==> src/verilog/sig_md_pkg.sv <==
`default_nettype none

package sig_md_pkg;

    // Operand and result widths of the significand unit.
    localparam int sig_w = 53;
    localparam int op_w = 58;
    localparam int prod_w = 2 * op_w;
    localparam int res_w = 57;

    // The reciprocal table has 2**seed_w entries of seed_w bits.
    localparam int seed_w = 8;

    // Quotient bits below the single precision grid.
    localparam int single_mask_w = 29;

    // Newton-Raphson iteration counts.
    localparam int iter_dp = 3;
    localparam int iter_sp = 2;

    // Cycles from the start pulse to done.
    localparam int mul_latency = 2;
    localparam int div_latency_dp = 2 * iter_dp + 5;
    localparam int div_latency_sp = 2 * iter_sp + 5;

    typedef enum logic [2:0] {
        sel_plain,
        sel_seed,
        sel_refine,
        sel_scale,
        sel_quot,
        sel_back
    } op_sel_t;

endpackage

`default_nettype wire

==> src/verilog/recip_rom.sv <==
`default_nettype none

module recip_rom (
    input  wire                           clk,
    input  wire [sig_md_pkg::seed_w-1:0]  addr,
    output logic [sig_md_pkg::seed_w-1:0] seed
);

    import sig_md_pkg::*;

    localparam int depth = 2 ** seed_w;

    typedef logic [seed_w-1:0] table_t [depth];

    // Entry i is the reciprocal of the midpoint of [1.i, 1.i + 1/256),
    // i.e. 2**(w+1)/(2**(w+1) + 1 + 2i), rounded to 2**-(w+1).
    // The result lies in (0.5, 1], so only the bits below 0.5 are kept.
    function automatic table_t build_table();
        table_t      t;
        int unsigned den;
        int unsigned num;
        int unsigned r;
        num = 2 ** (2 * seed_w + 2);
        for (int i = 0; i < depth; i++) begin
            den = 2 ** (seed_w + 1) + 1 + 2 * i;
            // Round to nearest.
            r = (2 * num + den) / (2 * den);
            t[i] = seed_w'(r - 2 ** seed_w);
        end
        return t;
    endfunction

    localparam table_t recip_table = build_table();

    always_ff @(posedge clk) begin
        seed <= recip_table[addr];
    end

endmodule

`default_nettype wire

==> config.mk <==
export PLATFORM = sky130hd
export DESIGN_NAME = recip_rom
export DESIGN_NICKNAME = d
export VERILOG_FILES = /design/src/verilog/sig_md_pkg.sv /design/src/verilog/recip_rom.sv
export SDC_FILE = /design/constraint.sdc
export NUM_CORES = 1
export LEC_CHECK = 0
export BUFFER_PORTS_ARGS = -buffer_cell sky130_fd_sc_hd__buf_2
export CORE_ASPECT_RATIO = 1.2
export CORE_UTILIZATION = 50
export CTS_BUF_LIST = sky130_fd_sc_hd__clkbuf_16
export DETAILED_ROUTE_END_ITERATION = 12
export HOLD_SLACK_MARGIN = 0.05
export PLACE_DENSITY = 0.68
export SKIP_LAST_GASP = 1
export SYNTH_ARGS = -nofsm -noshare
export SYNTH_HDL_FRONTEND = slang
export SYNTH_SLANG_ARGS = --single-unit
==> constraint.sdc <==
create_clock -name clk -period 3.6 [get_ports clk]
set_clock_uncertainty 0.15 [all_clocks]
set_input_delay 0.18 -clock clk [delete_from_list [all_inputs] [get_ports clk]]
set_output_delay 0.18 -clock clk [all_outputs]
set_load 0.1 [all_outputs]
# After elaboration in Yosys (flattened, before gate mapping)
# Memories as Yosys holds them, arrays and structs flattened. A register that Yosys moved wholly into a read port is not among the register bits.
# Cells that the tools add are included.
word_totals:
  mem_count: 1
  in_bits: 9
  ff_bits: 0
  romBits: 2048
memory_table:
  columns: ["memory", "depth", "word_bits", "read_ports", "rd_clocked_by_memory_dff", "wr", "line", "text"]
  rows:
  - ["(name not given)", 256, 8, 1, 1, 0, "recip_rom.sv:36", "seed <= recip_table[addr];"]
op_classes:
  bitwise: 1
ops:
  columns: ["operator", "count"]
  rows:
  - ["inverter 8 -> 9 bit", 1]

# Depth between registers and ports, before layout
depth:
  ltp_word: 1
  mapped_depth: 9
  depth_no_buf: 7

# Least setup slack after synthesis
# OpenSTA, ideal clock, no wires.
synth_timing:
  path_kind: "input port to flip-flop"
  start: "in addr[1] (netlist bit)"
  end: "reg seed[1] (netlist bit)"
  slack_ps: 1440
  stages: 9
  arrival_time_ps: 1950
  setup_time_ps: 60
  required_time_ps: 3390
  path_cell_list: "clkbuf_1 > inv_1 > ha_1 > clkbuf_1 > mux2_2 > o32ai_1 > nor3_1 > o32ai_1 > o2111a_1"
synth_between:
  elab_chain_cells: 1
synth_lines:
  columns: ["item", "line", "text"]
  rows:
  - ["start: declaration", "recip_rom.sv:5", "input wire [sig_md_pkg::seed_w-1:0] addr,"]
  - ["inverter 8 -> 9 bit (implied by the code)", "recip_rom.sv:36", null]
  - ["end: declaration", "recip_rom.sv:6", "output logic [sig_md_pkg::seed_w-1:0] seed"]
# No other way between the ends.

# Final worst setup path
layout_timing:
  start: "in addr[1] (netlist bit)"
  end: "reg seed[0] (netlist bit)"
# The elaborated chain is that of the path after synthesis.

==> results.yml <==
worst_setup_path:
  crit_slowest_cell: "ha_1"
  critPathRequiredTime_ps: 3570
  worst-path-stages: 8
  crit_family: "compound AO/OA/AOI/OAI gates"
  slowest_delay_ps: 560
  path_cells: "buf_2, inv_1, ha_1, inv_1, a211oi_2, a311o_1, a21oi_1, o32a_2"
  worst-path-buf-inv: 3
  crit_type: "in -> reg"
  arrival_ps: 2240
  critical_path.startpoint_type: "input port"
  cp_max_fo: 18
  cpMostUsedCell: "inv_1"
  crit_path_end_kind: "register"
finish:
  fill_cells: 404
  drive_above_1_share_pct: 12.6
  largest_register: "seed"
  antennaDiodeCount: 0
  synthToLayoutAreaGrowth_pct: 2.52
  top_regs: "seed x8"
  largest_reg_flops: 8
  final_nets: 307
synth:
  synth_edf_count: 0
  yosysSeqAreaShare_pct: 7.69
  synth.avg_cell_area_sq_um: 6.96
  async_reset_ff_share_pct: 0
  synth-seq-cells: 8
  synthTopCellsByArea: "dfxtp_1 (7.7%), ha_1 (6.6%), nand2b_1 (6.3%), a21oi_1 (5.3%), o211ai_1 (5.0%)"
  synth_area_sq_um: 2080
  ys_types: 64
  syn_inst: 299
  yosys_warnings: 0
  synth.net_count: 319
  synth.top_cell.area_share_pct: 7.69
  synth_top_cell_by_area: "dfxtp_1"
  synth_ff_type: "dfxtp_1"
routing:
  finalWirelength_um: 6300
  drc: 0
  ant_nets: 0
  via_count: 2314
  avgRoutedWirePerCell_um: 18.6
  firstDrtPassIters: 5
  drtIter0Drc: 298
  viasPerCell: 6.83
global_route:
  antenna_found_initial: 0
  overflow: 0
  first_global_vias: 1994
  grt_use_total_pct: 30.1
  grt_pass1_wl_um: 10200
  grt_max_degree: 45
cts:
  cts_setup_buffers: 0
  h-tree-depth: 1
  path_clk_slew_ps: 40
  ctsResizeCount: 0
  cts_tree: "yes"
  cts_hold_buf: 0
  clockBufferDepth: 2
  cts_root_buf: "clkbuf_16"
  cts_made_buffers: 3
  cts_sinks: 8
placement:
  dp_hpwl_um: 4240
  pre_cts_slack_ps: 1130
  port_buffers: 16
  gp_congestion: 0.949
pwr:
  p_per_area_nw_per_um2: 294
  ir_worst_vdd_uv: 136
  total_power_mw: 0.627
  leakage_nw: 0.802
floorplanning:
  ioPinCount: 17
  core_area_sq_um: 3970
  start_util_pct: 52.4
  die-area_sq_um: 4430
  die_w_um: 60.9
  row_count: 25
  dieHeight_um: 72.7
timing:
  setup_viol: 0
  fin_crit_sh_pct: 63.1
  hold_violations: 0
  min_period_ps: 2270
  fmax_mhz: 441
  worst_slew_pin_slew_ps: 732
  slew_violations: 0
  rsz0062_at_grt: "false"
  setup_slack_ps: 1330
  tns_ps: 0
  slew_headroom_pct: 51.2
status:
  status: "finished, final reports clean"
hold_path:
  hp-class: "in -> reg"
  worstHoldPathCells: 2
run:
  cap_viol_max_count: 0
[cell usage after synthesis (7+ instances only)]
master    count
nor2b_1       7
nor2_1       20
o211ai_1     14
nand2_1      22
dfxtp_1       8
a311oi_1      7
ha_1         11
inv_1         7
o21ai_0      21
nand2b_1     21
a21oi_1      22
clkbuf_1     12
buf_2        19
a211oi_1      7
[report_power, final]
group	leakage [nW]	internal [mW]	switching [mW]
registers	0.0674	0.101	0.00257
clock network	0.0370	0.144	0.0471
logic	0.697	0.0985	0.235
total	0.802	0.343	0.285
[final timing paths]
kind	from	endpoint	slack (ps)
setup / recovery	addr[1]	seed[0]	1330
hold / removal	addr[7]	seed[7]	260
[area by class of cell]
cell class | instances | area [sq um] | area share, %
repair buffers | 19 | 103 | 4.81
flip-flops and latches | 8 | 160 | 7.50
well taps | 54 | 67.6 | 3.17
inverters | 8 | 30.0 | 1.41
multi-input cells | 247 | 1700 | 79.6
clock buffers | 3 | 75.1 | 3.52
[routing by layer]
layer	wire length (um)	share of wire [%]	GRT usage, %
met2	2990	47	45.2
met4	139	2.2	13.1
met3	415	6.6	1.42
met1	2750	44	44.0
met5	0	0	0
[cells in the final DEF, fill, tap and decap left out, drive strengths merged, types with 4 or more instances in the layout]
cell | synthesis | final
inv | 7 | 7
dfxtp | 8 | 8
ha | 11 | 11
nand2 | 22 | 22
o21ai | 23 | 23
nor2b | 7 | 7
a311oi | 7 | 7
a21oi | 22 | 22
a211oi | 9 | 9
nor3 | 5 | 5
nand2b | 21 | 21
nand3 | 5 | 5
and3 | 4 | 4
o211ai | 14 | 14
a211o | 5 | 5
nor2 | 21 | 21
o22ai | 4 | 4
buf | 24 | 19
[logic make-up (layout without fill, tap and decap cells)]
kind of cell	after synthesis	after routing	synth area share, %
multiplexers	9	9	6.31
adder cells (fa/ha/maj)	12	12	7.09
AO/OA/AOI/OAI	126	126	43.0
AND/OR/NAND/NOR	99	99	24.8
flip-flops	8	8	7.69
XOR/XNOR	1	1	0.421
buffers and inverters	44	30	10.7
[through the flow]
stage / util (%) / hold WS (ps) / cells / cell area, sq um
CTS: 53.7 / 239 / 339 / 2130
floorplan: - / 295 / 299 / 2080
global route: 53.7 / 266 / 339 / 2130
detailed placement: 51.8 / 474 / 336 / 2060
global placement: 51.8 / 462 / 336 / 2060
finish: 53.7 / 262 / 339 / 2130
(Power assumes the default switching activity.)
