File: src/verilog/sig_md_pkg.sv
`default_nettype none

package sig_md_pkg;

    // Operand and result widths of the significand unit.
    localparam int sig_w = 53;
    localparam int op_w = 58;
    localparam int prod_w = 2 * op_w;
    localparam int res_w = 57;

    // The reciprocal table has 2**seed_w entries of seed_w bits.
    localparam int seed_w = 8;

    // Quotient bits below the single precision grid.
    localparam int single_mask_w = 29;

    // Newton-Raphson iteration counts.
    localparam int iter_dp = 3;
    localparam int iter_sp = 2;

    // Cycles from the start pulse to done.
    localparam int mul_latency = 2;
    localparam int div_latency_dp = 2 * iter_dp + 5;
    localparam int div_latency_sp = 2 * iter_sp + 5;

    typedef enum logic [2:0] {
        sel_plain,
        sel_seed,
        sel_refine,
        sel_scale,
        sel_quot,
        sel_back
    } op_sel_t;

endpackage

`default_nettype wire

File: src/verilog/sig_md_ctrl.sv
`default_nettype none

module sig_md_ctrl (
    input  wire                  clk,
    input  wire                  reset,
    input  wire                  start,
    input  wire                  fdiv,
    input  wire                  db,
    output logic                 busy,
    output logic                 done,
    output sig_md_pkg::op_sel_t  op_sel,
    output logic                 mul_en,
    output logic                 recip_load,
    output logic                 corr_load,
    output logic                 res_load,
    output logic                 res_div
);

    import sig_md_pkg::*;

    localparam int cnt_w = $clog2(iter_dp + 1);

    typedef enum logic [3:0] {
        st_idle,
        st_mul,
        st_rom,
        st_seed,
        st_refine,
        st_scale,
        st_quot,
        st_back,
        st_finish
    } state_t;

    state_t           state;
    state_t           state_nxt;
    logic [cnt_w-1:0] iter_cnt;
    logic             is_div;

    // The seed multiply is the first scale step, so every refine is followed
    // by a scale that moves the new reciprocal into its register.
    always_comb begin
        state_nxt = state;
        case (state)
            st_idle: begin
                if (start) begin
                    state_nxt = fdiv ? st_rom : st_mul;
                end
            end
            st_mul:    state_nxt = st_finish;
            st_rom:    state_nxt = st_seed;
            st_seed:   state_nxt = st_refine;
            st_refine: state_nxt = st_scale;
            st_scale:  state_nxt = (iter_cnt == '0) ? st_quot : st_refine;
            st_quot:   state_nxt = st_back;
            st_back:   state_nxt = st_finish;
            default:   state_nxt = st_idle;
        endcase
    end

    always_ff @(posedge clk) begin
        if (reset) begin
            state <= st_idle;
            iter_cnt <= '0;
            is_div <= 1'b0;
        end else begin
            state <= state_nxt;
            if (state == st_idle && start) begin
                iter_cnt <= db ? cnt_w'(iter_dp) : cnt_w'(iter_sp);
                is_div <= fdiv;
            end else if (state == st_refine) begin
                iter_cnt <= iter_cnt - 1'b1;
            end
        end
    end

    always_comb begin
        case (state)
            st_seed:   op_sel = sel_seed;
            st_refine: op_sel = sel_refine;
            st_scale:  op_sel = sel_scale;
            st_quot:   op_sel = sel_quot;
            st_back:   op_sel = sel_back;
            default:   op_sel = sel_plain;
        endcase
    end

    assign busy = (state != st_idle);
    assign done = (state == st_finish);
    assign res_load = (state == st_finish);
    assign res_div = is_div;
    assign mul_en = (state != st_idle) && (state != st_rom) && (state != st_finish);
    assign recip_load = (state == st_seed) || (state == st_scale);
    assign corr_load = (state == st_back);

endmodule

`default_nettype wire

File: config.mk
export PLATFORM = sky130hd
export DESIGN_NAME = sig_md_ctrl
export DESIGN_NICKNAME = d
export VERILOG_FILES = /design/src/verilog/sig_md_pkg.sv /design/src/verilog/sig_md_ctrl.sv
export SDC_FILE = /design/constraint.sdc
export NUM_CORES = 1
export LEC_CHECK = 0
export BUFFER_PORTS_ARGS = -buffer_cell sky130_fd_sc_hd__buf_4
export CELL_PAD_IN_SITES_DETAIL_PLACEMENT = 0
export CELL_PAD_IN_SITES_GLOBAL_PLACEMENT = 1
export CORE_AREA = 4 4 41 43
export DETAILED_ROUTE_END_ITERATION = 12
export DIE_AREA = 0 0 45 47
export PLACE_DENSITY_LB_ADDON = 0.1
export SETUP_SLACK_MARGIN = 0.1
export SYNTH_ARGS = -nofsm -noshare
export SYNTH_HDL_FRONTEND = slang
export SYNTH_SLANG_ARGS = --single-unit
export TNS_END_PERCENT = 30
File: constraint.sdc
create_clock -name clk -period 2.85 [get_ports clk]
set_clock_uncertainty 0.2 [all_clocks]
set_input_delay 0.285 -clock clk [delete_from_list [all_inputs] [get_ports clk]]
set_output_delay 0.285 -clock clk [all_outputs]
set_load 0.1 [all_outputs]
# After elaboration in Yosys (flattened, before gate mapping)
# Cells that the tools add are included.
# W data, S select, Z words.
[totals] regBits=7 in_bits=5 output_inout_bits=10 word_cells=32
[op_classes] n_addsub=1 eq_ne=11 muxes=8 reduce_logical=9
[ops] cell="$pmux W4 S7" n=1
[ops] cell="$eq A4 B3 Y1 const B" n=4
[ops] cell="$pmux W3 S5" n=1
[ops] cell="$eq A4 B2 Y1 const B" n=2
[ops] cell="$mux W2" n=4
[ops] cell="$eq A4 B1 Y1 const B" n=1
[ops] cell="$eq A4 B4 Y1 const B" n=1
[ops] cell="$logic_not A4 Y1" n=1
[ops] cell="$mux W4" n=1
[ops] cell="$ne A4 B2 Y1 const B" n=1
[ops] cell="$ne A4 B4 Y1 const B" n=1
[ops] cell="$reduce_bool A4 Y1" n=1
[ops] cell="$logic_and A1 B1 Y1" n=3
[ops] cell="$logic_not A2 Y1" n=1
[ops] cell="$ne A2 B2 Y1 const B" n=1
[ops] cell="$reduce_bool A2 Y1" n=1
[ops] cell="$reduce_or A2 Y1" n=1
[ops] cell="$sub A2 B1 Y2 const B" n=1
[ops] cell="$logic_or A1 B1 Y1" n=1
[ops] cell="$mux W1" n=1

# Logic depth before layout (Yosys ltp)
[logic_depth] depth_word=3 mapped_depth=5 depth_no_buf=4

# Worst setup path after synthesis
# No wires, ideal clock.
[synth_path] path_kind="register to output" from="register state[1]" to="output port res_load" arrival_time_ps=4382 required_ps=2365 slack_ps=-2017 path_stages_with_launch=4 n_path_buf=2 path_cell_list="dfxtp_1 -> buf_2 -> nor4b_1 -> buf_4"
[synth_via] elab_chain_cells=1
[synth_lines] element="start: declaration" line="sig_md_ctrl.sv:35" rtl="state_t state;"
[synth_lines] element="start signal: assignment" line="sig_md_ctrl.sv:63" rtl="state <= st_idle;"
[synth_lines] element="start signal: assignment" line="sig_md_ctrl.sv:67" rtl="state <= state_nxt;"
[synth_lines] element="$eq A4 B4 Y1"
[synth_lines] element="end: declaration" line="sig_md_ctrl.sv:15" rtl="output logic res_load,"
# Every way passes these cells.

# Worst setup path in the final report
[layout_path] from="register state[0]" to="output port busy"
[layout_via] elab_chain_cells=1
[layout_lines] element="$reduce_bool A4 Y1" line="sig_md_ctrl.sv:88" rtl="assign busy = (state != st_idle);"
[layout_lines] element="end: declaration" line="sig_md_ctrl.sv:9" rtl="output logic busy,"
# Every way passes these cells.

==> metrics.md <==
| Metric | Value |
|---|---|
| Fin nets | roughly 70 |
| Status | finished clean |
| Worst R2R End | iter_cnt[1]$_SDFFE_PP0P_ |
| Maxcap violations | 0 |
| Longest Clk Path Bufs | 2 |
| Wirelength, routed | 879 um |
| Combinational share of power | 0.410 |
| Clk_lat worst skew | approximately 250 ps |
| Pin count of the biggest net entering global routing | 13 |
| Final estimated routing congestion in global placement | 0.6652 |
| Sw Pwr | 165.5 uW |
| Final period util | 0.6995 |
| Flop2flop setup slack | 1220 ps |
| WP data arrival | roughly 1500 ps |
| Final setup violation count | 0 |
| Detailed-route wire length per cell | 11.13 um |
| Leak | 0.0002322 uW |
| # IOs | 15 |
| Sequential share of power | 0.349 |
| Worst-margin pin slew | 498.2 ps |
| CTS Buf Count | 3 |
| Total number of vias | 402 |
| GRT Residual Overflow | 0 |
| Clk pwr share | 0.242 |
| Worst min path class | in2reg |
| Avg Cell Area, Syn | 8.709 um^2 |
| Final Max Tran Viols | 0 |
| Crit path max fanout | 10 |
| Antenna Nets Post-Route | 0 |
| Area grow syn2layout | 29.01% |
| CTS tree | yes |
| PwrDens | between 600 and 700 mW/mm^2 |
| Worst path required time | between 2000 and 2500 ps |
| Hold_ws | 49.11 ps |
| Worst Setup SP | state[0]$_SDFFE_PP0P_ |
| Pint | 205.0 uW |
| Pwr Total | 370.5 uW |
| Setup Crit Path Kind | reg2out |
| Clock sinks | 7 |
| Crit path to | busy |
| Post-CTS Repair Setup Buffers | 0 |
| Startpoint types | flop |
| I/O Buffers | 14 |
| Via count of the first global-routing pass | around 350 |
| Initial antenna violation count | 0 |
| Syn nets | 57 |
| Crit. End Element | primary output |
| Row cnt | 13 |
| Post_cts resized | 0 |
| Core area | 0.001301 mm^2 |
| Switching part of the total | 0.4466 |
| Synth warn | 0 |
| Global-route wire length before repair | 1.435 mm |
| Die Wd | 45 um |
| Synth Instances | 51 |
| Detailed placement HPWL | 682.6 um |
| Setup TNS | 0 ps |
| CTS root buf | clkbuf_4 |
| Hold Fails Final Rpt | 0 |
| Die area | 0.002115 mm^2 |
| DRT Pass-1 Iters | 4 |
| Final non-filler cell total | between 70 and 80 |
| Initial DRC count | 4 |
| Worst R2R Path Depth | 3 |
| Period minus WS final | 1994 ps |
| Die Height | 47 um |
| Drt via density | 5.089 |
| Peak Freq | approximately 500 MHz |
| H-tree levels | 1 |
| Post-CTS Hold Fix Bufs | 0 |
| Clk slew on worst S/H paths | 50 ps |
| # diodes | 0 |
| DRC | 0 |
| Unrepaired setup endpoints after global routing | false |
| Rel. slew slack | 0.6674 |
| Post-Syn Area | 444.2 um^2 |
| Seq/Total Area, Yosys | 0.3155 |
| VDD IR max | 193.1 uV |
| Post-synth cell types | 26 |
| DP Cell Count | 75 |
| GRT Util Overall | 0.09565 |
| Layout cells sized above 1 | 0.3438 |
| FF-to-FF Start | state[2]$_SDFFE_PP0P_ |
| Seq cells post-synth | 7 |
| Hold path startpoint | reset |
| Initial Util | 0.3413 |
## cells in the mapped netlist, drive strengths merged
| master | number | area (um^2) |
|---|---|---|
| a211o | 1 | 8.760 |
| a211oi | 3 | 27.52 |
| a21oi | 2 | 10.01 |
| buf | 5 | 36.28 |
| dfxtp | 7 | 140.1 |
| ha | 1 | 12.51 |
| inv | 5 | 18.77 |
| mux2 | 1 | 11.26 |
| nand2 | 3 | 11.26 |
| nand2b | 1 | 6.260 |
| nand3 | 1 | 5.000 |
| nand3b | 1 | 7.510 |
| nor2 | 6 | 22.52 |
| nor3 | 3 | 20.02 |
| nor3b | 1 | 7.510 |
| nor4 | 1 | 12.51 |
| nor4b | 3 | 41.29 |
| o21ai | 2 | 10.00 |
| o41ai | 1 | 8.760 |
| xnor2 | 3 | 26.28 |
## logic make-up (layout without fill, tap and decap cells)
logic type | count (synthesis) | count (layout) | synth area share
AOI/OAI and AO/OA | 9 | 9 | 0.1465
xor gates and xnor gates | 3 | 3 | 0.05917
adders and majority gates | 1 | 1 | 0.02816
buffers and inverters | 10 | 23 | 0.1239
DFF | 7 | 7 | 0.3155
muxes | 1 | 1 | 0.02535
and+or+nand+nor | 20 | 20 | 0.3014
## critical path, stage by stage (launching register included)
cell     delay, ps
dfxtp_1        450
nor4_2         420
inv_1          130
buf_4          250
## power groups by stage
stage          Combinational, uW  Sequential, uW  Clock, uW
2_1_floorplan                135             125          0
3_3_place_gp                 154             132          0
3_5_place_dp                 153             131          0
4_1_cts                      154             129       96.4
5_1_grt                      161             132        102
6_report                     152             129       89.5
## flip-flops by register name, summed over array words and instances (netlist names)
register  cells
iter_cnt      2
state         4
res_div       1
## worst min path at each step
stage,endpoint,cells after the start,slack (ps)
after floorplan,iter_cnt[0]$_SDFFE_PP0P_,1,150
after global placement,res_div$_SDFFE_PP0P_,2,280
after detailed placement,res_div$_SDFFE_PP0P_,2,280
after CTS,iter_cnt[0]$_SDFFE_PP0P_,2,40
after global routing,iter_cnt[0]$_SDFFE_PP0P_,2,50
final,iter_cnt[0]$_SDFFE_PP0P_,2,50
## routing by layer
layer	vias up	wire [um]	global-route usage
met1	187	399	0.1207
met3	2	92	0.03448
met4	0	5	0.05263
met2	14	382	0.1412
li1	199	-	-
met5	-	0	0
## per-stage QoR
step	cell area [um^2]	setup WS [ps]	util
after global routing	573.1	743.2	0.4404
after detailed placement	546.8	1126	0.4202
after global placement	546.8	1095	0.4202
after CTS	573.1	845.4	0.4404
after floorplan	459.2	-255.9	-
final	573.1	856.3	0.4404
## final cells by class
type                       count  area (um^2)
clock buffer                   4        26.28
sequential                     7        140.1
multi-input combinational     34        264.0
inverter                       5        18.77
tap                           15        18.77
timing repair buffer          14        105.1
fill                         151        728.2
## cell usage in the layout (no fill, tap or decap), types with 2 or more instances in the layout
cell	instances
xnor2_1	3
clkbuf_4	3
nor3_1	2
nand2_1	3
nor4b_4	2
buf_4	14
inv_1	5
a211oi_1	2
nor2_1	6
dfxtp_1	7
a21oi_1	2
Power figures use the tool's default switching activity.
